<file path="src/hw/trace_cfg.svh">
`ifndef TRACE_CFG_SVH
`define TRACE_CFG_SVH

// data path width of the core
`define TRACE_XLEN 64

// reorder buffer tag, one snapshot entry per tag
`define TRACE_TAG_W 7

// store id, one store table entry per id
`define TRACE_STID_W 4

// byte lanes of a store word
`define TRACE_STRB_W 8

// width of each event counter
`define TRACE_CNT_W 32

`endif

</file>
<file path="src/hw/rv_inst_pkg.sv">
`default_nettype none

package rv_inst_pkg;

    typedef struct packed {
        logic [6:0] funct7;
        logic [4:0] rs2;
        logic [4:0] rs1;
        logic [2:0] funct3;
        logic [4:0] rd;
        logic [6:0] opcode;
    } rtype_t;

    typedef struct packed {
        logic [11:0] imm;  // csr address for SYSTEM
        logic [4:0]  rs1;
        logic [2:0]  funct3;
        logic [4:0]  rd;
        logic [6:0]  opcode;
    } itype_t;

    // one instruction word, two field layouts
    typedef union packed {
        rtype_t rtype;
        itype_t itype;
    } rv_inst_u;

    localparam logic [6:0] OP_LOAD   = 7'b0000011;
    localparam logic [6:0] OP_STORE  = 7'b0100011;
    localparam logic [6:0] OP_BRANCH = 7'b1100011;
    localparam logic [6:0] OP_SYSTEM = 7'b1110011;
    localparam logic [6:0] OP_LUI    = 7'b0110111;
    localparam logic [6:0] OP_AUIPC  = 7'b0010111;
    localparam logic [6:0] OP_JAL    = 7'b1101111;
    localparam logic [6:0] OP_JALR   = 7'b1100111;
    localparam logic [6:0] OP_IMM    = 7'b0010011;
    localparam logic [6:0] OP_REG    = 7'b0110011;
    localparam logic [6:0] OP_IMM32  = 7'b0011011;
    localparam logic [6:0] OP_REG32  = 7'b0111011;

    localparam logic [11:0] CSR_SSTATUS = 12'h100;
    localparam logic [11:0] CSR_SIE     = 12'h104;
    localparam logic [11:0] CSR_SIP     = 12'h144;
    localparam logic [11:0] CSR_CYCLE   = 12'hc00;
    localparam logic [11:0] CSR_INSTRET = 12'hc02;

endpackage

`default_nettype wire

</file>
<file path="src/hw/trace_pkg.sv">
`default_nettype none

`include "trace_cfg.svh"

package trace_pkg;

    // machine csr state seen by an instruction at dispatch
    typedef struct packed {
        logic [`TRACE_XLEN-1:0] mstatus;
        logic [`TRACE_XLEN-1:0] mtvec;
        logic [`TRACE_XLEN-1:0] mcause;
        logic [`TRACE_XLEN-1:0] mepc;
    } csr_snap_t;

    typedef struct packed {
        logic [`TRACE_XLEN-1:0]         addr;
        logic [`TRACE_XLEN-1:0]         data;  // shifted down to lowest lane
        logic [$clog2(`TRACE_STRB_W):0] size;  // enabled lane count
    } store_rec_t;

    // retired instruction from the core
    typedef struct packed {
        logic [`TRACE_TAG_W-1:0]  tag;
        logic [`TRACE_XLEN-1:0]   pc;
        rv_inst_pkg::rv_inst_u    inst;
        logic [`TRACE_XLEN-1:0]   result;
        logic [`TRACE_STID_W-1:0] st_id;
        logic [`TRACE_XLEN-1:0]   csr_wdata;
    } commit_t;

    typedef struct packed {
        logic [`TRACE_TAG_W-1:0]  tag;
        logic [`TRACE_XLEN-1:0]   pc;
        rv_inst_pkg::rv_inst_u    inst;
        logic [`TRACE_XLEN-1:0]   result;
        logic [`TRACE_STID_W-1:0] st_id;
        logic [`TRACE_XLEN-1:0]   csr_wdata;
        logic                     gpr_we;
        logic [4:0]               gpr_addr;
        logic                     csr_we;
        logic [11:0]              csr_addr;   // already aliased
        logic                     is_store;
    } decoded_t;

    // one record per committed instruction
    typedef struct packed {
        logic [`TRACE_XLEN-1:0]         pc;
        rv_inst_pkg::rv_inst_u          inst;
        logic                           gpr_we;
        logic [4:0]                     gpr_addr;
        logic [`TRACE_XLEN-1:0]         gpr_value;
        logic                           csr_we;
        logic [11:0]                    csr_addr;
        logic [`TRACE_XLEN-1:0]         csr_value;
        logic [$clog2(`TRACE_STRB_W):0] mem_size;
        logic [`TRACE_XLEN-1:0]         mem_addr;
        logic [`TRACE_XLEN-1:0]         mem_data;
        csr_snap_t                      snap;
    } trace_rec_t;

    typedef struct packed {
        logic [`TRACE_CNT_W-1:0] records;
        logic [`TRACE_CNT_W-1:0] gpr_writes;
        logic [`TRACE_CNT_W-1:0] csr_writes;
        logic [`TRACE_CNT_W-1:0] stores;
    } trace_cnt_t;

endpackage

`default_nettype wire

</file>
<file path="src/hw/trace_counters.sv">
`timescale 1ns/100ps
`default_nettype none

module trace_counters (
    input  logic                  clk,
    input  logic                  rst,
    input  logic                  fire,
    input  trace_pkg::trace_rec_t rec,
    output trace_pkg::trace_cnt_t counts
);

    // one step per accepted trace record
    always_ff @(posedge clk) begin
        if (rst) begin
            counts <= '0;
        end else if (fire) begin
            counts.records <= counts.records + 1'b1;
            if (rec.gpr_we) begin
                counts.gpr_writes <= counts.gpr_writes + 1'b1;
            end
            if (rec.csr_we) begin
                counts.csr_writes <= counts.csr_writes + 1'b1;
            end
            if (rec.mem_size != '0) begin
                counts.stores <= counts.stores + 1'b1;  // stores with live lanes
            end
        end
    end

endmodule

`default_nettype wire

</file>
<file path="config.mk">
export PLATFORM = sky130hd
export DESIGN_NAME = trace_counters
export DESIGN_NICKNAME = d
export VERILOG_FILES = /design/src/hw/rv_inst_pkg.sv /design/src/hw/trace_pkg.sv /design/src/hw/trace_counters.sv
export VERILOG_INCLUDE_DIRS = /design/src /design/src/hw
export SDC_FILE = /design/constraint.sdc
export NUM_CORES = 1
export LEC_CHECK = 0
export BUFFER_PORTS_ARGS = -buffer_cell sky130_fd_sc_hd__buf_4
export CORE_AREA = 2 2 297 299
export DETAILED_ROUTE_END_ITERATION = 12
export DIE_AREA = 0 0 299 301
export GPL_ROUTABILITY_DRIVEN = 0
export GPL_TIMING_DRIVEN = 0
export HOLD_SLACK_MARGIN = 0.03
export MAX_ROUTING_LAYER = met4
export PLACE_DENSITY = 0.37
export SYNTH_ARGS = -nofsm -noshare
export SYNTH_HDL_FRONTEND = slang
export SYNTH_SLANG_ARGS = --single-unit
</file>
<file path="constraint.sdc">
create_clock -name clk -period 2.25 [get_ports clk]
set_clock_uncertainty 0.2 [all_clocks]
set_input_delay 0.1125 -clock clk [delete_from_list [all_inputs] [get_ports clk]]
set_output_delay 0.1125 -clock clk [all_outputs]
set_load 0.01 [all_outputs]
</file>
Word level (Yosys, flattened, before mapping)

Index checks and enable logic that the tools add are counted.

Register bits: 128
Word-level logic and storage cells: 12

Reduce and logical (&&, ||, !) cells: 4
Add/subtract/negate cells: 4

Operators with widths:

| operator                                      | number |
|---|---|
| adder 32 x 1 -> 32 bit, second input constant | 4 |
| AND reduction 2 bit                           | 3 |
| nonzero test 4 bit                            | 1 |

Longest topological paths before layout

Word-level depth: 2
Mapped depth: 7

Worst setup path before layout

No wires, ideal clock.

Path kind: reg2reg
From: reg counts[100] in the netlist's numbering
To: reg counts[127] in the netlist's numbering
Library setup time: 121 ps
Slack: 82 ps
Path buffers: 2
Arrival: 1,848 ps
Stages on the path, launching flop included: 7
Cells stage by stage: dfxtp_1 > buf_6 > nand4_4 > or4_4 > buf_6 > nor4_1 > mux2_2

Cells in the longest elaborated chain, start to end: 1

RTL lines:

| element                | RTL line             | RTL |
|---|---|---|
| start, declared        | trace_counters.sv:9  | `output trace_pkg::trace_cnt_t counts` |
| adder 32 x 1 -> 32 bit | trace_counters.sv:17 | `counts.records <= counts.records + 1'b1;` |

Every way passes these cells.
A chain may end at the register's enable or synchronous reset.

Worst setup path in the final report

From: reg counts[100] in the netlist's numbering
To: reg counts[125] in the netlist's numbering

The elaborated chain is that of the path after synthesis.

==> metrics.txt <==
status=finished clean; synthesized area=0.00610 mm^2; final worst-path cycle share=96.2%; Synth area leaders=dfxtp_1, a21oi_1, o31ai_1, or4_1, xor2_1; DIE AREA=0.0900 mm^2; Buffers on Ports=135; Internal Pwr Total=4.12 mW; Synth Warn #=0; drt total wl=27.5 mm; Post-Syn Nets=1356; final instance area=0.00947 mm^2; Hold WS=0.0812 ns; core area=0.0865 mm^2; first-pass GRT wire length=39.9 mm; Critical Path AT=2.37 ns; HP Class=in -> reg; clock network fraction of design power=55.8%; clock net sink count=128; Flop pwr share=40.9%; Sw Ratio=26.7%; syn avg cell area=8.50 um^2; clock network latency to the later pin of the worst-skew pair=0.47 ns; Finished Layout Cells=2057; Worst VDD drop=0.000560 V; Die Ht=301 um; crit start category=flip-flop; ys flop type=dfxtp_1; Total GRT Usage=6.38%; Slew Viols, Final=0; Setup violations, final=0; First DRT Iteration DRCs=283; max FFs per register=128; Max-Cap Viols=0; CP endpoint kind=flip-flop; drt pass-1 iters=4; CTS Buf Count=17; RSZ-0062 raised after global routing=false; min Tclk post-route=2.17 ns; Critical-path top delay cell=or4_4; delay-heaviest family, CP=simple AND/OR/NAND/NOR gates; final worst slack=0.0848 ns; CP cell instances=buf_6 > nand4_4 > or4_4 > buf_6 > or4_1 > a21oi_1; drt drc=0; GRT overflow=0; Largest regs=counts (128); CTS tree=built; Crit Path Max Fanout=10; Via-to-Cell Ratio=2.99; GRT Max-Usage Layer=met2; Initial Util=7.06%; Bufs and invs on worst path=2; Final ANT Viol Nets=0; antenna violations before repair=3; Inst Count DP=2009; number of synthesized flops with an enable pin=0; Worst path most repeated cell=buf_6; P_leak=3.06 nW; post-synth top area share=42.0%; total power=5.61 mW; width of the die=299 um; critical path class=reg -> reg; pwr/cell area=593 mW/mm^2; boundary pin count=762; vias in the first global route=5865; Async SR Flop Fraction=0%; Placed Area=0.00858 mm^2; Largest stage delay, worst path=0.61 ns; Crit path required time=2.46 ns; htree depth=4; end-of-flow core utilization=11.0%; actual slew at the worst max-slew pin=0.886 ns; GRT met3 Usage=2.40%; P&R area growth vs syn=55.2%; clk slew on worst S/H paths=0.07 ns; WL/cell=13.4 um; nets@finish=1524; Root Buffer=clkbuf_16; count leader, synth=dfxtp_1; Net Sw Power=1.50 mW; power share of the combinational group=3.3%; setup TNS after final layout=0 ns; Yosys reg bits=128; Slew HR=40.8%; fraction of layout cells with a size suffix above 1=27.6%; largest register by flop count=counts; Unique masters post-synth=33; largest net degree at the start of global routing=17; row count=108; DP Wirelength=21.2 mm; GR Util met2=9.29%; cell type with the largest total area after synthesis=dfxtp_1; routing usage on met1=7.96%; detailed-route via count=6147; Final Hold Fails=0; worst slack, placed=-1.06 ns; FMAX=462 MHz; Mapped Cells=718; Seq/Total Area, Yosys=42.0%; deepest clock path buffer count=2; Synth top cells by count=dfxtp_1, a21oi_1, nor2_1
[final timing paths]
| kind | from | to | slack, ns | cells past startpoint |
|---|---|---|---|---|
| setup / recovery | counts[100] | counts[125] | 0.08 | 6 |
| hold / removal | fire | counts[43] | 0.08 | 5 |
| setup reg to reg | counts[100] | counts[125] | 0.08 | 6 |
| hold reg to reg | counts[53] | counts[53] | 0.30 | 2 |
[metal layers]
metal,up-vias,wire length (um),part of all wire (%)
li1,3024,-,-
met1,2970,13200,48
met2,137,12400,45
met3,16,1610,5.8
met4,0,344,1.3
met5,-,0,0
[logic make-up after synthesis]
kind of cell / count (synthesis) / synth area share (%)
AO/OA/AOI/OAI: 141 / 13.3
XOR/XNOR: 42 / 6.03
adder cells (fa/ha/maj): 4 / 0.820
buffers and inverters: 59 / 4.10
flip-flops: 128 / 42.0
multiplexers: 15 / 2.75
AND/OR/NAND/NOR: 329 / 31.0
[layout make-up]
| class | instances | area, um^2 |
|---|---|---|
| antenna | 3 | 7.51 |
| buffer | 32 | 160 |
| clock buffer | 17 | 425 |
| clock inverter | 15 | 196 |
| fill | 10036 | 77000 |
| inverter | 19 | 71.3 |
| multi-input combinational | 531 | 3370 |
| sequential | 128 | 2580 |
| tap | 1155 | 1450 |
| timing repair buffer | 157 | 1210 |
[what timing repair did]
item | CTS | global route
setup buffers | 7 | 4
endpoints found under the setup margin | 88 | 54
resized for setup | 15 | 39
endpoints found under the hold margin | 25 | 0
pin swaps | 7 | 3
hold buffers | 10 | 0
[worst reg2reg max path, delay by kind of cell (launching register included)]
kind                   cells  cell delay [ns]
AND/OR/NAND/NOR            3             1.13
flip-flops                 1             0.34
buffers and inverters      2             0.29
AO/OA/AOI/OAI              1             0.15
[cell usage in the layout (no fill, tap or decap), types with 32 or more instances in the layout]
| master | Yosys | layout |
|---|---|---|
| nor2_1 | 57 | 57 |
| a21oi_1 | 71 | 71 |
| nand4_1 | 40 | 40 |
| buf_4 | 2 | 147 |
| xor2_1 | 32 | 32 |
| nand2_1 | 43 | 42 |
| or4_1 | 39 | 39 |
| dfxtp_1 | 128 | 110 |
| nand3_1 | 39 | 37 |
| o31ai_1 | 39 | 39 |
[power groups by stage]
stage,Combinational (mW),Sequential [mW],Clock (mW)
2_1_floorplan,0.0740,2.35,0
3_3_place_gp,0.190,2.35,0
3_5_place_dp,0.193,2.35,0
4_1_cts,0.199,2.29,3.33
5_1_grt,0.211,2.30,3.39
6_report,0.185,2.30,3.13
(Power assumes the default switching activity.)
