<file path="src/hw/trace_cfg.svh">
`ifndef TRACE_CFG_SVH
`define TRACE_CFG_SVH

// data path width of the core
`define TRACE_XLEN 64

// reorder buffer tag, one snapshot entry per tag
`define TRACE_TAG_W 7

// store id, one store table entry per id
`define TRACE_STID_W 4

// byte lanes of a store word
`define TRACE_STRB_W 8

// width of each event counter
`define TRACE_CNT_W 32

`endif

</file>
<file path="src/hw/rv_inst_pkg.sv">
`default_nettype none

package rv_inst_pkg;

    typedef struct packed {
        logic [6:0] funct7;
        logic [4:0] rs2;
        logic [4:0] rs1;
        logic [2:0] funct3;
        logic [4:0] rd;
        logic [6:0] opcode;
    } rtype_t;

    typedef struct packed {
        logic [11:0] imm;  // csr address for SYSTEM
        logic [4:0]  rs1;
        logic [2:0]  funct3;
        logic [4:0]  rd;
        logic [6:0]  opcode;
    } itype_t;

    // one instruction word, two field layouts
    typedef union packed {
        rtype_t rtype;
        itype_t itype;
    } rv_inst_u;

    localparam logic [6:0] OP_LOAD   = 7'b0000011;
    localparam logic [6:0] OP_STORE  = 7'b0100011;
    localparam logic [6:0] OP_BRANCH = 7'b1100011;
    localparam logic [6:0] OP_SYSTEM = 7'b1110011;
    localparam logic [6:0] OP_LUI    = 7'b0110111;
    localparam logic [6:0] OP_AUIPC  = 7'b0010111;
    localparam logic [6:0] OP_JAL    = 7'b1101111;
    localparam logic [6:0] OP_JALR   = 7'b1100111;
    localparam logic [6:0] OP_IMM    = 7'b0010011;
    localparam logic [6:0] OP_REG    = 7'b0110011;
    localparam logic [6:0] OP_IMM32  = 7'b0011011;
    localparam logic [6:0] OP_REG32  = 7'b0111011;

    localparam logic [11:0] CSR_SSTATUS = 12'h100;
    localparam logic [11:0] CSR_SIE     = 12'h104;
    localparam logic [11:0] CSR_SIP     = 12'h144;
    localparam logic [11:0] CSR_CYCLE   = 12'hc00;
    localparam logic [11:0] CSR_INSTRET = 12'hc02;

endpackage

`default_nettype wire

</file>
<file path="src/hw/trace_pkg.sv">
`default_nettype none

`include "trace_cfg.svh"

package trace_pkg;

    // machine csr state seen by an instruction at dispatch
    typedef struct packed {
        logic [`TRACE_XLEN-1:0] mstatus;
        logic [`TRACE_XLEN-1:0] mtvec;
        logic [`TRACE_XLEN-1:0] mcause;
        logic [`TRACE_XLEN-1:0] mepc;
    } csr_snap_t;

    typedef struct packed {
        logic [`TRACE_XLEN-1:0]         addr;
        logic [`TRACE_XLEN-1:0]         data;  // shifted down to lowest lane
        logic [$clog2(`TRACE_STRB_W):0] size;  // enabled lane count
    } store_rec_t;

    // retired instruction from the core
    typedef struct packed {
        logic [`TRACE_TAG_W-1:0]  tag;
        logic [`TRACE_XLEN-1:0]   pc;
        rv_inst_pkg::rv_inst_u    inst;
        logic [`TRACE_XLEN-1:0]   result;
        logic [`TRACE_STID_W-1:0] st_id;
        logic [`TRACE_XLEN-1:0]   csr_wdata;
    } commit_t;

    typedef struct packed {
        logic [`TRACE_TAG_W-1:0]  tag;
        logic [`TRACE_XLEN-1:0]   pc;
        rv_inst_pkg::rv_inst_u    inst;
        logic [`TRACE_XLEN-1:0]   result;
        logic [`TRACE_STID_W-1:0] st_id;
        logic [`TRACE_XLEN-1:0]   csr_wdata;
        logic                     gpr_we;
        logic [4:0]               gpr_addr;
        logic                     csr_we;
        logic [11:0]              csr_addr;   // already aliased
        logic                     is_store;
    } decoded_t;

    // one record per committed instruction
    typedef struct packed {
        logic [`TRACE_XLEN-1:0]         pc;
        rv_inst_pkg::rv_inst_u          inst;
        logic                           gpr_we;
        logic [4:0]                     gpr_addr;
        logic [`TRACE_XLEN-1:0]         gpr_value;
        logic                           csr_we;
        logic [11:0]                    csr_addr;
        logic [`TRACE_XLEN-1:0]         csr_value;
        logic [$clog2(`TRACE_STRB_W):0] mem_size;
        logic [`TRACE_XLEN-1:0]         mem_addr;
        logic [`TRACE_XLEN-1:0]         mem_data;
        csr_snap_t                      snap;
    } trace_rec_t;

    typedef struct packed {
        logic [`TRACE_CNT_W-1:0] records;
        logic [`TRACE_CNT_W-1:0] gpr_writes;
        logic [`TRACE_CNT_W-1:0] csr_writes;
        logic [`TRACE_CNT_W-1:0] stores;
    } trace_cnt_t;

endpackage

`default_nettype wire

</file>
<file path="src/hw/store_tracker.sv">
`timescale 1ns/100ps
`default_nettype none

`include "trace_cfg.svh"

module store_tracker (
    input  logic                     clk,
    input  logic                     st_valid,
    input  logic [`TRACE_STID_W-1:0] st_id,
    input  logic [`TRACE_XLEN-1:0]   st_addr,
    input  logic [`TRACE_XLEN-1:0]   st_wdata,
    input  logic [`TRACE_STRB_W-1:0] st_strb,
    input  logic                     rd_en,
    input  logic [`TRACE_STID_W-1:0] rd_id,
    output trace_pkg::store_rec_t    rd_rec
);
    import trace_pkg::*;

    logic [$clog2(`TRACE_STRB_W)-1:0] lane;  // lowest enabled lane
    logic [$clog2(`TRACE_STRB_W):0]   cnt;
    store_rec_t                       wr_rec;
    store_rec_t                       table_q [1 << `TRACE_STID_W];

    // scan from the top so the lowest set lane wins
    always_comb begin
        lane = '0;
        cnt  = '0;
        for (int i = `TRACE_STRB_W - 1; i >= 0; i--) begin
            if (st_strb[i]) begin
                lane = ($clog2(`TRACE_STRB_W))'(i);
                cnt  = cnt + 1'b1;
            end
        end
    end

    always_comb begin
        wr_rec.addr = st_addr;
        wr_rec.data = st_wdata >> {lane, 3'b000};  // bytes to bits
        wr_rec.size = cnt;
    end

    always_ff @(posedge clk) begin
        if (st_valid) begin
            table_q[st_id] <= wr_rec;
        end
    end

    always_ff @(posedge clk) begin
        if (rd_en) begin
            rd_rec <= table_q[rd_id];
        end
    end

endmodule

`default_nettype wire

</file>
<file path="config.mk">
export PLATFORM = sky130hd
export DESIGN_NAME = store_tracker
export DESIGN_NICKNAME = d
export VERILOG_FILES = /design/src/hw/rv_inst_pkg.sv /design/src/hw/trace_pkg.sv /design/src/hw/store_tracker.sv
export VERILOG_INCLUDE_DIRS = /design/src /design/src/hw
export SDC_FILE = /design/constraint.sdc
export NUM_CORES = 2
export LEC_CHECK = 0
export ABC_AREA = 1
export CORE_MARGIN = 2
export CORE_UTILIZATION = 45
export CTS_CLUSTER_SIZE = 10
export DETAILED_ROUTE_END_ITERATION = 10
export DONT_BUFFER_PORTS = 1
export PLACE_DENSITY = 0.72
export SLEW_MARGIN = 0
export SYNTH_ARGS = -nofsm -noshare
export SYNTH_HDL_FRONTEND = slang
export SYNTH_SLANG_ARGS = --single-unit
</file>
<file path="constraint.sdc">
create_clock -name clk -period 12.85 [get_ports clk]
set_input_delay 2.57 -clock clk [delete_from_list [all_inputs] [get_ports clk]]
set_output_delay 2.57 -clock clk [all_outputs]
set_load 0.005 [all_outputs]
</file>
; ---- Word level (Yosys, flattened, before mapping)
; Memories as Yosys holds them, arrays and structs flattened. A register that Yosys moved wholly into a read port is not among the register bits.
; Cells that the tools add are included.
[totals]
reg_bits = 0
latch_bits = 0
ram_bits = 2112
romBits = 0
in_bits = 147
out_inout_bits = 132
elab_cells = 27
n_memories = 1
[op_classes]
add_sub_neg = 7
n_mul = 0
n_div = 0
order_cmp = 0
n_eq_ne = 0
shift = 1
muxes = 18
bitwise = 0
n_reduce_logical = 0
[mem_list]
columns = memory, words, word_bits, rd, rd_ports_with_merged_regs, wr, line_no
row1 = table_q, 16, 132, 1, 1, 1, store_tracker.sv:22  ; store_rec_t table_q [1 << `TRACE_STID_W];
[op_table]
columns = cell, n
row1 = 64-bit by 6-bit right shift with 64-bit output, 1
row2 = 4-bit by 1-bit adder with 4-bit output (second input constant), 7
row3 = 4-bit two-way mux, 7
row4 = 3-bit two-way mux, 8
row5 = 1-bit two-way mux, 3

; ---- Depth between registers and ports, before layout
[logic_depth]
depth_word = 15
depth_mapped = 22
ltp_nobuf = 22

; ---- Least setup slack after synthesis
; Ideal clock, no wire load.
[synth_path]
path_kind = input port to flip-flop
start = in st_id[2]
end = mem table_q[10][0] in the netlist's numbering (enable)
setup_ns = 0.625
t_arrival_ns = 8.269
required_ns = 12.225
slack_ns = 3.955
path_stages = 2
n_path_buf = 0
cell_sequence = nand3b_1 > nor2_1
[synth_rtl]
columns = item, line_no
row1 = start: declaration, store_tracker.sv:9  ; input logic [`TRACE_STID_W-1:0] st_id,
row2 = end: declaration, store_tracker.sv:22
; Straight into the memory's write port.

==> out/qor.csv <==
metric,value,unit
Synth async-reset ratio,0,
Gate Count Post-Synth,6346,
CP top delay family,buffers and inverters,
dpl hpwl,109,mm
DIE AREA,198000,um2
Post-Synth Adder-Cell Area,0.00129,
CTS tree,yes,
Inst Count DP,8460,
max_cap viols,0,
Synth cell types,41,
vias in the first global route,52600,
Sink Count,2244,
"flops & latches, synth",2244,
Flop pwr share,0.535,
area grow syn2layout,10.6,%
Worst EP required,13.60,ns
PnR worst setup slack,7.05,ns
Logic pwr share,0.049,
Placed Area,89500,um2
grt total ovfl,0,
1st-iter DRT viols,7454,
via/cell ratio,6.25,
Die X,445,um
cell area after synthesis,87600,um2
reg2reg setup slack,11.18,ns
Die Ht,445,um
XOR/XNOR Fraction of Synth Area,0.000200,
# DRC,0,
post-synthesis sequential area ratio,0.770,
leak pwr,30.0,nW
violated checks,max-slew violations,
Period minus WS final,5.80,ns
setup TNS,0,ns
main flop type after synthesis,edfxtp_1,
Initial Util,0.454,
utilization after layout,0.502,
number of enable flip-flop cells after synthesis,2244,
first-pass GRT wire length,343,mm
Mapped Nets,6502,
Root Buffer,clkbuf_16,
input/output buffers,0,
Clk pwr share,0.416,
design area,96800,um2
Synth Area in Compound Gates,0.130,
pin count of the biggest net entering global routing,1058,
Hold Path Class,register to register,
Synth top area share,0.770,
Yosys top cell by area,edfxtp_1,
simple-gate share of the synthesized area,0.0717,
WL final,238,mm
cells along the critical path,inv_8 > buf_12 > buf_4 > o21ai_0 > o221ai_1 > nand3_1 > o21ai_1,
gr usage total,0.233,
status,"finished, violations left",
First-pass DRT Iterations,6,
Hold Buf Count CTS,0,
R2R depth,4,
final number of hold-violating endpoints,0,
crit-path max FO,519,
"slowest stage delay, CP",1.05,ns
Mapped Avg Cell Area,13.8,um2
Sw Pwr,3.30,mW
Cell Int Power,12.5,mW
global placement routability congestion,0.850,
initial antenna violation count,43,
Crit Reg-Reg Startpoint,table_q[2][46],
PD cells,163,nW/um2
Hold EP,rd_rec[117],
crit path DAT,6.56,ns
vias,55100,
fmax,172,MHz
Design Power,15.7,mW
setup slack after placement,6.32,ns
worst-margin pin slew,3.70,ns
worst rel slew slack,-1.47,
Post-layout nets,6369,
H-tree levels,5,
Row Count,161,
period utilization,0.452,
capturing point of the worst reg2reg path,rd_rec[46],
final hold slack,0.724,ns
max-slew violation count,653,
"non-filler cells, final",8824,
WL/cell,26.9,um
clock buffer depth,4,
VDD IR-drop max,0.000154,V
slowest CP cell,inv_8,
synth top area cells,"edfxtp_1, o21ai_0, nor2_1, o22ai_1, o221ai_1",
post-cts resize count,0,
Critical Path Source Type,input port,
core area,193000,um2
multiplexer share of the synthesized area,0.00149,
ratio of cells with drive above 1 in the final layout,0.0658,
Final Skew,0.0775,ns
Hold Crit Depth,4,
largest family of logic cells by synthesized area,compound AO/OA/AOI/OAI gates,
Clock transition at path regs,0.05,ns
switching part of the total,0.209,
"Setup violations, final",0,
CTS Buf Count,277,
insertion delay to the later sink of the worst-skew pair,0.94,ns
post-route antenna net violation count,0,
Worst setup EP type,register,
# IOs,279,
worst hold start,table_q[4][117],
RSZ-0062 raised after global routing,no,
WS Path Type,input port to register,
warnings from Yosys,0,
Post-CTS Setup Bufs,0,
CP Buf/Inv Count,3,
power by group through the flow:
stage,clock (mW),sequential [mW],combinational (mW)
6_report,6.55,8.43,0.768
5_1_grt,6.89,8.44,0.837
4_1_cts,6.60,8.44,0.754
3_5_place_dp,0,8.58,0.750
3_3_place_gp,0,8.57,0.723
2_1_floorplan,0,8.55,0.584
worst max-delay path by stage:
| stage | startpoint | to | slack [ns] | cells past startpoint |
|---|---|---|---|---|
| final | rd_id[1] | rd_rec[91] | 7.05 | 7 |
| after global routing | rd_id[0] | rd_rec[106] | 6.92 | 7 |
| after CTS | st_strb[6] | table_q[10][4] | 7.27 | 11 |
| after detailed placement | st_strb[6] | table_q[2][4] | 6.32 | 11 |
| after global placement | st_strb[6] | table_q[4][4] | 6.45 | 11 |
| after floorplan | st_id[2] | table_q[10][0] | 3.96 | 2 |
state kept, by name, indices dropped and copies added, names as in the netlist:
name / flops
rd_rec: 132
table_q: 2112
final cells by class:
class	count	area, um2
tap	2526	3160
clock inverter	11	103
multi-input combinational	3584	18100
sequential	2244	67400
clock buffer	288	7100
fill	15600	96200
inverter	42	190
timing repair buffer	64	643
antenna	65	163
cells in the mapped netlist (3+ instances only):
| library cell | number |
|---|---|
| o21ai_1 | 91 |
| o32ai_1 | 10 |
| edfxtp_1 | 2244 |
| ha_1 | 9 |
| nor2_1 | 1256 |
| a31oi_1 | 7 |
| inv_1 | 34 |
| buf_1 | 9 |
| o21ai_0 | 1160 |
| o221ai_1 | 213 |
| nand3_2 | 3 |
| o31ai_1 | 5 |
| a21oi_1 | 16 |
| o32ai_2 | 3 |
| nand2_2 | 8 |
| clkbuf_1 | 336 |
| a211oi_1 | 3 |
| buf_4 | 29 |
| o211ai_1 | 77 |
| buf_6 | 7 |
| nand2_1 | 175 |
| nand3_1 | 143 |
| mux2i_1 | 13 |
| inv_2 | 6 |
| buf_2 | 95 |
| o22ai_1 | 372 |
cells by family (layout without fill, tap and decap cells):
logic type	Yosys count	count (layout)
AO/OA/AOI/OAI	1962	1962
XOR/XNOR	2	2
adder cells (fa/ha/maj)	9	9
buffers and inverters	518	405
flip-flops	2244	2244
multiplexers	13	13
other	0	65
AND/OR/NAND/NOR	1598	1598
cell usage in the layout, fill, tap and decap left out, drive strengths merged, types with 13 or more instances in the layout:
cell type	synthesis	layout
o32ai	13	13
buf	140	64
o221ai	213	213
a21oi	18	18
nand2	185	185
o21ai	1252	1252
nor2	1258	1258
diode	0	65
nand3	146	146
inv	41	47
o22ai	372	372
o211ai	77	77
mux2i	13	13
clkbuf	336	288
edfxtp	2244	2244
worst reg2reg max path: cells and delay by family (launching register included):
kind	cells	cell delay, ns
DFF	1	0.32
and+or+nand+nor	1	0.06
AOI/OAI and AO/OA	3	1.00
layer usage:
metal	part of all wire	vias to the layer above	global-route usage
met5	0	-	0
met4	0.053	0	0.130
met3	0.092	550	0.0432
met2	0.48	3193	0.377
li1	-	23800	-
met1	0.37	27600	0.297
Note: power is estimated with default switching activity, not from simulation.
