## src/hw/trace_cfg.svh

```systemverilog
`ifndef TRACE_CFG_SVH
`define TRACE_CFG_SVH

// data path width of the core
`define TRACE_XLEN 64

// reorder buffer tag, one snapshot entry per tag
`define TRACE_TAG_W 7

// store id, one store table entry per id
`define TRACE_STID_W 4

// byte lanes of a store word
`define TRACE_STRB_W 8

// width of each event counter
`define TRACE_CNT_W 32

`endif

```

## src/hw/rv_inst_pkg.sv

```systemverilog
`default_nettype none

package rv_inst_pkg;

    typedef struct packed {
        logic [6:0] funct7;
        logic [4:0] rs2;
        logic [4:0] rs1;
        logic [2:0] funct3;
        logic [4:0] rd;
        logic [6:0] opcode;
    } rtype_t;

    typedef struct packed {
        logic [11:0] imm;  // csr address for SYSTEM
        logic [4:0]  rs1;
        logic [2:0]  funct3;
        logic [4:0]  rd;
        logic [6:0]  opcode;
    } itype_t;

    // one instruction word, two field layouts
    typedef union packed {
        rtype_t rtype;
        itype_t itype;
    } rv_inst_u;

    localparam logic [6:0] OP_LOAD   = 7'b0000011;
    localparam logic [6:0] OP_STORE  = 7'b0100011;
    localparam logic [6:0] OP_BRANCH = 7'b1100011;
    localparam logic [6:0] OP_SYSTEM = 7'b1110011;
    localparam logic [6:0] OP_LUI    = 7'b0110111;
    localparam logic [6:0] OP_AUIPC  = 7'b0010111;
    localparam logic [6:0] OP_JAL    = 7'b1101111;
    localparam logic [6:0] OP_JALR   = 7'b1100111;
    localparam logic [6:0] OP_IMM    = 7'b0010011;
    localparam logic [6:0] OP_REG    = 7'b0110011;
    localparam logic [6:0] OP_IMM32  = 7'b0011011;
    localparam logic [6:0] OP_REG32  = 7'b0111011;

    localparam logic [11:0] CSR_SSTATUS = 12'h100;
    localparam logic [11:0] CSR_SIE     = 12'h104;
    localparam logic [11:0] CSR_SIP     = 12'h144;
    localparam logic [11:0] CSR_CYCLE   = 12'hc00;
    localparam logic [11:0] CSR_INSTRET = 12'hc02;

endpackage

`default_nettype wire

```

## src/hw/trace_pkg.sv

```systemverilog
`default_nettype none

`include "trace_cfg.svh"

package trace_pkg;

    // machine csr state seen by an instruction at dispatch
    typedef struct packed {
        logic [`TRACE_XLEN-1:0] mstatus;
        logic [`TRACE_XLEN-1:0] mtvec;
        logic [`TRACE_XLEN-1:0] mcause;
        logic [`TRACE_XLEN-1:0] mepc;
    } csr_snap_t;

    typedef struct packed {
        logic [`TRACE_XLEN-1:0]         addr;
        logic [`TRACE_XLEN-1:0]         data;  // shifted down to lowest lane
        logic [$clog2(`TRACE_STRB_W):0] size;  // enabled lane count
    } store_rec_t;

    // retired instruction from the core
    typedef struct packed {
        logic [`TRACE_TAG_W-1:0]  tag;
        logic [`TRACE_XLEN-1:0]   pc;
        rv_inst_pkg::rv_inst_u    inst;
        logic [`TRACE_XLEN-1:0]   result;
        logic [`TRACE_STID_W-1:0] st_id;
        logic [`TRACE_XLEN-1:0]   csr_wdata;
    } commit_t;

    typedef struct packed {
        logic [`TRACE_TAG_W-1:0]  tag;
        logic [`TRACE_XLEN-1:0]   pc;
        rv_inst_pkg::rv_inst_u    inst;
        logic [`TRACE_XLEN-1:0]   result;
        logic [`TRACE_STID_W-1:0] st_id;
        logic [`TRACE_XLEN-1:0]   csr_wdata;
        logic                     gpr_we;
        logic [4:0]               gpr_addr;
        logic                     csr_we;
        logic [11:0]              csr_addr;   // already aliased
        logic                     is_store;
    } decoded_t;

    // one record per committed instruction
    typedef struct packed {
        logic [`TRACE_XLEN-1:0]         pc;
        rv_inst_pkg::rv_inst_u          inst;
        logic                           gpr_we;
        logic [4:0]                     gpr_addr;
        logic [`TRACE_XLEN-1:0]         gpr_value;
        logic                           csr_we;
        logic [11:0]                    csr_addr;
        logic [`TRACE_XLEN-1:0]         csr_value;
        logic [$clog2(`TRACE_STRB_W):0] mem_size;
        logic [`TRACE_XLEN-1:0]         mem_addr;
        logic [`TRACE_XLEN-1:0]         mem_data;
        csr_snap_t                      snap;
    } trace_rec_t;

    typedef struct packed {
        logic [`TRACE_CNT_W-1:0] records;
        logic [`TRACE_CNT_W-1:0] gpr_writes;
        logic [`TRACE_CNT_W-1:0] csr_writes;
        logic [`TRACE_CNT_W-1:0] stores;
    } trace_cnt_t;

endpackage

`default_nettype wire

```

## src/hw/trace_assemble.sv

```systemverilog
`timescale 1ns/100ps
`default_nettype none

`include "trace_cfg.svh"

module trace_assemble (
    input  logic                     clk,
    input  logic                     rst,
    input  logic                     dec_valid,
    input  trace_pkg::decoded_t      dec,
    output logic                     dec_ready,
    output logic                     snap_rd_en,
    output logic [`TRACE_TAG_W-1:0]  snap_tag,
    input  trace_pkg::csr_snap_t     snap,
    output logic                     st_rd_en,
    output logic [`TRACE_STID_W-1:0] st_rd_id,
    input  trace_pkg::store_rec_t    st_rec,
    output logic                     trace_valid,
    output trace_pkg::trace_rec_t    trace,
    input  logic                     trace_ready
);
    import trace_pkg::*;

    logic     accept;
    decoded_t dq;  // decoded fields held alongside the table reads

    assign dec_ready = !trace_valid || trace_ready;
    assign accept    = dec_valid && dec_ready;

    // table reads land in the same edge as dq
    assign snap_rd_en = accept;
    assign snap_tag   = dec.tag;
    assign st_rd_en   = accept && dec.is_store;
    assign st_rd_id   = dec.st_id;

    always_ff @(posedge clk) begin
        if (rst) begin
            trace_valid <= 1'b0;
        end else if (dec_ready) begin
            trace_valid <= dec_valid;
        end
    end

    always_ff @(posedge clk) begin
        if (accept) begin
            dq <= dec;
        end
    end

    always_comb begin
        trace.pc        = dq.pc;
        trace.inst      = dq.inst;
        trace.gpr_we    = dq.gpr_we;
        trace.gpr_addr  = dq.gpr_addr;
        trace.gpr_value = dq.result;
        trace.csr_we    = dq.csr_we;
        trace.csr_addr  = dq.csr_addr;
        trace.csr_value = dq.csr_we ? dq.csr_wdata : '0;
        trace.mem_size  = dq.is_store ? st_rec.size : '0;  // zero for non-stores
        trace.mem_addr  = dq.is_store ? st_rec.addr : '0;
        trace.mem_data  = dq.is_store ? st_rec.data : '0;
        trace.snap      = snap;
    end

endmodule

`default_nettype wire

```

## config.mk

```make
export PLATFORM = sky130hd
export DESIGN_NAME = trace_assemble
export DESIGN_NICKNAME = d
export VERILOG_FILES = /design/src/hw/rv_inst_pkg.sv /design/src/hw/trace_pkg.sv /design/src/hw/trace_assemble.sv
export VERILOG_INCLUDE_DIRS = /design/src /design/src/hw
export SDC_FILE = /design/constraint.sdc
export NUM_CORES = 1
export LEC_CHECK = 0
export BUFFER_PORTS_ARGS = -buffer_cell sky130_fd_sc_hd__buf_2
export CORE_AREA = 2 2 506 508
export CTS_CLUSTER_SIZE = 24
export DETAILED_ROUTE_END_ITERATION = 16
export DIE_AREA = 0 0 508 510
export SLEW_MARGIN = 30
export SYNTH_ARGS = -nofsm -noshare
export SYNTH_HDL_FRONTEND = slang
export SYNTH_SLANG_ARGS = --single-unit
```

## constraint.sdc

```tcl
create_clock -name clk -period 16.9 [get_ports clk]
set_input_delay 1.69 -clock clk [delete_from_list [all_inputs] [get_ports clk]]
set_output_delay 1.69 -clock clk [all_outputs]
set_load 0.02 [all_outputs]
```

* Word level (Yosys, flattened, before mapping)
Index checks and enable logic that the tools add are counted.
** Operators by class
- Multiplexer cells :: 4
- Reduce and logical (&&, ||, !) cells :: 4
** Operator list (number)
- $mux W64 :: 3
- $mux W4 :: 1
- $logic_and A1 B1 Y1 :: 2
- $logic_not A1 Y1 :: 1
- $logic_or A1 B1 Y1 :: 1
** Storage, ports and cells
- Flip-flop bits (word level) :: 245
- Bits of input ports :: 647
- Output and inout port bits :: 646
- Logic and storage cells :: 18

* Logic depth before layout (Yosys ltp)
Gate-level depths: netlist (run 1).
- Word-level depth :: 4
- Gate-level depth with buffers :: 3
- Gate-level depth less buffers :: 2

* Worst setup path after synthesis (run 1)
OpenSTA, ideal clock, no wires.
- Path type :: input to output
- From :: input port trace_ready
- To :: output port snap_rd_en
- Data arrival time :: 7.675 ns
- Required time :: 15.210 ns
- Path slack :: 7.535 ns
- Stages on the path :: 2
- Path buffers :: 0
- Cell sequence :: nand2b_1 and2_1
** Between the ends
- Cells in the longest elaborated chain, start to end :: 2
** Ends and longest elaborated chain
- start, declared :: line trace_assemble.sv:20 : input logic trace_ready
- $logic_or A1 B1 Y1 :: line trace_assemble.sv:27 : assign dec_ready = !trace_valid || trace_ready;
- $logic_and A1 B1 Y1 :: line trace_assemble.sv:28 : assign accept = dec_valid && dec_ready;
- end, declared :: line trace_assemble.sv:12 : output logic snap_rd_en,
No other way between the ends.

* Worst setup path in the final report (run 1)
- From :: input port trace_ready
- To :: output port st_rd_en
** Between the ends
- Cells in the longest elaborated chain, start to end :: 3
** Ends and longest elaborated chain
- $logic_or A1 B1 Y1 :: line trace_assemble.sv:27
- $logic_and A1 B1 Y1 :: line trace_assemble.sv:28
- $logic_and A1 B1 Y1 :: line trace_assemble.sv:33 : assign st_rd_en = accept && dec.is_store;
- end, declared :: line trace_assemble.sv:15 : output logic st_rd_en,
No other way between the ends.

==> key figures, run 1 <==
Detailed routing
  • Vias per cell: 1.92
  • Remaining antenna violation count after routing: 0
  • DR pass1 iterations: 5
  • Vias: 8961
  • First DRT Iteration DRCs: 439
  • Detailed Route WL: approximately 180000 µm
  • Drc violations: 0
  • DR WL/cell: 39.1 µm

STA
  • Setup_tns: 0 ns
  • Clk_skew: 0.0191 ns
  • RSZ-0062 raised after global routing: no
  • Worst Tran Pin Value: between 0.8 and 0.9 ns
  • Slew Limit Fails: 0
  • Tcrit/Tclk final: 26.5%
  • Final setup viols: 0
  • Final min period: 4.48 ns
  • Fin. Hold Viols: 0
  • Hold WS: between 0.8 and 0.9 ns
  • Slew HR: 40.6%
  • Peak Freq: roughly 220 MHz

Run status
  • Status: complete, no violations

Clock network
  • CTS root buf: clkbuf_16
  • Clock Pin Slew Worst Setup and Hold Paths: 0.07 ns
  • Worst-Skew Late Latency: 0.64 ns
  • Total CTS buffers: 29
  • Cts hold-fix bufs: 0
  • CTS tree: yes
  • Post-cts repair resize count: 0
  • Clock Sinks: ~250
  • Clock Tree Buf Depth: 3
  • H-Tree Depth: 1
  • Post-CTS setup buffers: 0

Die
  • Rows: roughly 190
  • Num ports: 1293
  • Die Wd: 508 µm
  • Total Die Area: around 260000 µm²
  • Core Area: 253000 µm²
  • Initial core utilization: 4.78%
  • Die Height: slightly above 500 µm

Critical path
  • CP arrival: 2.79 ns
  • Crit-path leading delay family: simple AND/OR/NAND/NOR gates
  • Most frequent CP cell: buf_2
  • Crit path buffers/inverters: 2
  • Slowest CP cell: and3_1
  • Startpoint Class: input port
  • CP peak stage delay: 0.43 ns
  • Cell Chain, Critical Path: buf_2 -> nand2b_1 -> and3_1 -> buf_2
  • Worst path required time: 15.21 ns
  • Crit path kind: input port to output port
  • Crit end category: output port
  • Critical path fanouts, max: 4

Power
  • Power per cell area: 95.8 nW/µm²
  • Final Power: 1.69 mW
  • Peak VDD IR: 0.0797 mV
  • Leakage: 6.53 nW

Final layout
  • Layout cells sized above 1: 64.4%
  • Leading cell type in the layout, fill and taps excluded: buf_2
  • Fill cell count: 29561
  • Post-Layout Cell Count: 4656
  • Layout area overhead: 46.1%
  • Commonest cells after routing, fill and taps aside: 758 x buf_2, 244 x edfxtp_1, 196 x and2_1, 29 x clkbuf_16, 7 x clkinvlp_4
  • Final nets: 1887

Logic synthesis
  • Mapped cell area: 12100 µm²
  • Synth Warn #: 0
  • Avg Inst Size Synth: 13.3 µm²
  • #FFs+latches synth: 245
  • Yosys cell types: 10
  • Synthesized net count: 1559
  • Sequential area share after synthesis: between 60% and 70%
  • Post-synthesis instance total: ~900

GRT
  • Total GRT Usage: about 13%
  • Total gr overflow: 0
  • Largest net degree at the start of global routing: about 130
  • Initial antenna violation count: between 200 and 250
  • Vias in the first global route: approximately 8800
  • First-pass GRT wire length: ~200000 µm

Placed design
  • Post-DP HPWL: 171000 µm
  • Placed Cells: 4575
  • PortBufs: 758
  • Routability cong.: 0.833

Worst hold path
  • Hold Crit Class: flop to flop

Run
  • Max capacitance violation total: 0
## path summary, 6_finish.rpt
path	cells after the start	slack [ns]	start	endpoint
max	4	12.42	trace_ready	st_rd_en
min	2	0.84	trace_valid	trace_valid
max reg2reg	4	14.21	trace_valid	trace[590]
min reg2reg	2	0.84	trace_valid	trace_valid
## final cells by class
cell class | instances | area (µm²) | share of cell area [%]
well taps | 3366 | 4210 | 23.8
inverters | 1 | 3.75 | 0.0212
flip-flops and latches | 245 | 7350 | 41.5
repair buffers | 763 | 3850 | 21.8
clock inverters | 23 | 216 | 1.22
clock buffers | 31 | 733 | 4.15
diodes | 27 | 67.6 | 0.382
multi-input cells | 200 | 1250 | 7.08
## report_power, final
| part | internal (mW) | switching (mW) |
|---|---|---|
| registers | 0.711 | 0.00970 |
| clock network | 0.350 | 0.318 |
| logic | 0.0774 | 0.227 |
| total | 1.14 | 0.555 |
## worst reg2reg max path: stages (launching register included)
cell      delay (ns)
dfxtp_1         0.44
nand2b_1        0.26
and2_4          0.29
buf_12          0.55
buf_6           0.71
## state kept, by name, summed over array words and instances (netlist names)
signal       count
trace_valid      1
dq              65
trace          179
## routing by layer
metal	track usage [%]	vias to the layer above	routed length [µm]
li1	-	3242	-
met1	6.67	3946	30600
met2	26.5	1197	98800
met3	15.3	564	46300
met4	3.36	12	6300
met5	0	-	85
## logic make-up (layout without fill, tap and decap cells)
logic type      count (synthesis)  after routing  share of synthesized area (%)
flops                         245            245                           60.7
compound gates                  1              1                         0.0413
buf+inv                       467            818                           29.0
simple gates                  199            199                           10.3
other cells                     0             27                              0
## Yosys cell counts
library cell | instances | area [µm²]
inv_1 | 1 | 3.75
buf_2 | 11 | 55.1
buf_4 | 446 | 3350
and2_1 | 197 | 1230
buf_6 | 9 | 101
edfxtp_1 | 244 | 7330
and3_1 | 1 | 6.26
dfxtp_1 | 1 | 20.0
a21oi_1 | 1 | 5.00
nand2b_1 | 1 | 6.26
## per-stage QoR
stage          worst slack, ns  utilization (%)  instance area (µm²)
4_1_cts                  12.38             6.95                17600
2_1_floorplan             7.53                -                12100
3_5_place_dp             12.38             6.57                16700
5_1_grt                  12.39             6.96                17700
3_3_place_gp             12.37             6.57                16700
6_report                 12.42             6.98                17700
Power figures use the tool's default switching activity.
==> run 2, diff against run 1 <==
--- a/config.mk
+++ b/config.mk
@@ -6,11 +6,12 @@
 export SDC_FILE = /design/constraint.sdc
 export NUM_CORES = 1
 export LEC_CHECK = 0
+export ABC_AREA = 1
 export BUFFER_PORTS_ARGS = -buffer_cell sky130_fd_sc_hd__buf_2
-export CORE_AREA = 2 2 506 508
+export CORE_AREA = 2 2 510 512
 export CTS_CLUSTER_SIZE = 24
 export DETAILED_ROUTE_END_ITERATION = 16
-export DIE_AREA = 0 0 508 510
+export DIE_AREA = 0 0 512 514
 export SLEW_MARGIN = 30
 export SYNTH_ARGS = -nofsm -noshare
 export SYNTH_HDL_FRONTEND = slang
==> constraint.sdc (replaced) <==
create_clock -name clk -period 4.1 [get_ports clk]
set_input_delay 0.41 -clock clk [delete_from_list [all_inputs] [get_ports clk]]
set_output_delay 0.41 -clock clk [all_outputs]
set_load 0.02 [all_outputs]
==> key figures, run 2 <==
Die
  • Initial core utilization: 4.79% (+0.015 points)
  • Core Area: 258000 µm² (+1.8%)
  • Rows: 187 (+1.1%)
  • Die Height: 514 µm (+0.78%)
  • Die Wd: 512 µm (+0.79%)
  • Num ports: 1293 (unchanged)
  • Total Die Area: 263000 µm² (+1.6%)

Placed design
  • Routability cong.: 0.896 (+7.6%)
  • PortBufs: 758 (unchanged)
  • Placed cell area: 17100 µm² (+2.4%)
  • DP Worst Slack: 1.55 ns (-10.83 ns)
  • Post-DP HPWL: 186000 µm (+8.7%)

Logic synthesis
  • Leading area contributor after synthesis: edfxtp_1
  • Post-synthesis compound-gate area fraction: 0.0405% (-0.00087 points)
  • Share of the synthesized area in the top cell type: 59.3% (-1.3 points)
  • Post-synth EDFFs: 244 (unchanged)
  • Avg Inst Size Synth: 11.1 µm² (-16%)
  • Largest family of logic cells by synthesized area: buffers and inverters
  • Asr flop ratio synth: 0% (unchanged)
  • Mux cell area share after synthesis: 0% (unchanged)
  • #FFs+latches synth: 245 (unchanged)
  • Synth Warn #: 0 (unchanged)
  • Yosys cell types: 9 (-1)
  • Top post-synthesis cells by area: edfxtp_1 59%, buf_4 27%, inv_1 6.1%, nand2_1 6.0%, buf_6 0.82%
  • Synthesized net count: 1760 (+13%)
  • Simple-Gate Fraction of Synth Area: 6.04% (-4.2 points)
  • Adder-Cell Fraction of Synth Area: 0% (unchanged)
  • Ys flop type: edfxtp_1
  • Post-synthesis instance total: 1113 (+22%)
  • Sequential area share after synthesis: 59.4% (-1.3 points)
  • Mapped cell area: 12400 µm² (+2.1%)
  • Post-Synth XOR/XNOR Area: 0% (unchanged)
  • Post-synth top cells: 446 x buf_4, 244 x edfxtp_1, 200 x inv_1
  • Most frequent cell after synthesis: buf_4

Power
  • Peak VDD IR: 0.328 mV (+310%)
  • Final Power: 7.39 mW (+340%)
  • Leakage: 9.05 nW (+39%)
  • Power per cell area: 360 nW/µm² (+280%)

Final layout
  • Layout area overhead: 65.7%
  • Multi-input logic area: 776 µm² (-38%)
  • Leading cell type in the layout, fill and taps excluded: buf_2
  • Fill cell count: 30043 (+1.6%)
  • FF+latch area: 7350 µm² (about the same)
  • Layout cells sized above 1: 48.1% (-16 points)
  • Max reg flops: 179 (unchanged)
  • Commonest cells after routing, fill and taps aside: 758 x buf_2, 244 x edfxtp_1, 242 x dlygate4sd3_1, 198 x inv_1, 196 x nand2_1
  • Final non-filler cell area: 20500 µm² (+16%)
  • Final nets: 2332 (+24%)

Detailed routing
  • Detailed Route WL: 201000 µm (+10%)
  • DR WL/cell: 39.3 µm (+0.42%)
  • Vias per cell: 2.10 (+9.3%)
  • Vias: 10772 (+20%)
  • Remaining antenna violation count after routing: 0 (unchanged)
  • First DRT Iteration DRCs: 558 (+27%)
  • DR pass1 iterations: 5 (unchanged)
  • Drc violations: 0 (unchanged)

GRT
  • Total gr overflow: 0 (unchanged)
  • Initial antenna violation count: 176 (-22%)
  • Vias in the first global route: 11678 (+33%)
  • First-pass GRT wire length: 228000 µm (+15%)
  • Largest net degree at the start of global routing: 104 (-22%)
  • Total GRT Usage: 14.8% (+1.3 points)

Critical path
  • Critical path fanouts, max: 76 (+72)
  • Crit path buffers/inverters: 3 (+1)
  • Slowest CP cell: edfxtp_1
  • Crit path kind: flop to output port
  • Cell Chain, Critical Path: buf_12 -> nand2_1 -> inv_1 -> buf_2
  • CP peak stage delay: 0.77 ns (+0.34 ns)
  • Origin of the critical flop-to-flop path: trace_valid
  • Worst R2R Path Depth: 4 (unchanged)
  • Crit end category: output port
  • Worst path required time: 3.69 ns (-11.52 ns)
  • Slack of the worst reg-to-reg path: 2.34 ns (-11.87 ns)
  • Crit-path leading delay family: buffers and inverters
  • Startpoint Class: flop
  • Reg2Reg Capture Point: dq[71]
  • CP arrival: 2.59 ns (-0.20 ns)

STA
  • Hold WS: 0.0594 ns (-0.784 ns)
  • RSZ-0062 raised after global routing: no
  • Worst Tran Pin Value: 0.821 ns (-0.0701 ns)
  • Tcrit/Tclk final: 73.3%
  • Clk_skew: 0.0170 ns (-0.00208 ns)
  • Final min period: roughly 3.0 ns
  • Slew Limit Fails: 0 (unchanged)
  • Setup_tns: 0 ns (unchanged)
  • Peak Freq: 333 MHz
  • Final setup viols: 0 (unchanged)
  • Fin. Hold Viols: 0 (unchanged)
  • Post-route setup slack: 1.10 ns (-11.32 ns)
  • Slew HR: 45.2% (+4.7 points)

Clock network
  • Post-cts repair resize count: 0 (unchanged)
  • H-Tree Depth: 1 (unchanged)
  • Worst-Skew Late Latency: 0.64 ns (about the same)
  • Post-CTS setup buffers: 0 (unchanged)
  • CTS root buf: clkbuf_16
  • Clock Pin Slew Worst Setup and Hold Paths: 0.07 ns (about the same)
  • Clock Tree Buf Depth: 3 (unchanged)
  • Clock Sinks: 245 (unchanged)
  • CTS tree: yes
  • Total CTS buffers: 31 (+6.9%)

Worst hold path
  • Hold Crit Class: input port to flop
  • WHS Endpoint: trace_valid
  • Hold_sp: rst
  • Hold path depth: 2 (unchanged)

Run
  • Max capacitance violation total: 0 (unchanged)

Run status
  • Status: complete, no violations
## run 2: changes by cell type in the layout (fill, tap and decap cells not counted), moves of 3 or more
cell,change
and2_1,-196
buf_12,+3
diode_2,-17
dlygate4sd3_1,+242
inv_1,+197
inv_6,+4
inv_8,+3
nand2_1,+196
## run 2: where the power goes
group          switching (mW)  internal (mW)  total [mW]
combinational            1.00          0.465        1.47
sequential              0.118           2.94        3.05
clock                    1.38           1.48        2.86
## run 2: kinds of logic after synthesis
group / Yosys count
flip-flops: 245
AND/OR/NAND/NOR: 199
buffers and inverters: 668
AO/OA/AOI/OAI: 1
## run 2: how the worst max path moves through the flow
stage	startpoint	depth (start not counted)	end	slack (ns)
6_report	dq[0]	4	trace[303]	1.10
5_1_grt	dq[0]	4	trace[303]	0.88
4_1_cts	dq[0]	4	trace[303]	0.83
3_5_place_dp	dq[0]	4	trace[303]	1.55
3_3_place_gp	dq[0]	4	trace[303]	1.57
2_1_floorplan	trace_ready	4	dq[0]	-0.61
## run 2: stage by stage
step / instances / util, %
detailed placement: 4812 / 6.61
global route: 5117 / 7.93
CTS: 5112 / 7.93
finish: 5122 / 7.94
floorplan: 1113 / -
global placement: 4812 / 6.61
## run 2: final cells by class
type,count,area share (%)
well taps,3402,20.8
multi-input cells,200,3.79
diodes,10,0.122
flip-flops and latches,245,35.9
clock buffers,33,3.82
inverters,200,3.76
clock inverters,25,1.02
repair buffers,1007,30.8
## run 2: repair_timing
action,CTS,global route
setup endpoints to repair,0,0
hold buffers,242,0
hold endpoints to repair,242,0
## run 2: worst reg2reg max path: stages, from the launching register on
cell	delay, ns
dfxtp_4	0.37
nand2_8	0.10
nand2_4	0.08
clkinvlp_4	0.22
buf_12	0.43
## run 2: metal layers
metal	wire length (µm)	track usage [%]	share of wire (%)	vias up
met2	117000	31.0	58	1246
met1	40900	8.66	20	4908
met3	36200	11.8	18	498
met4	7390	4.18	3.7	12
met5	93	0	0.046	-
li1	-	-	-	4108
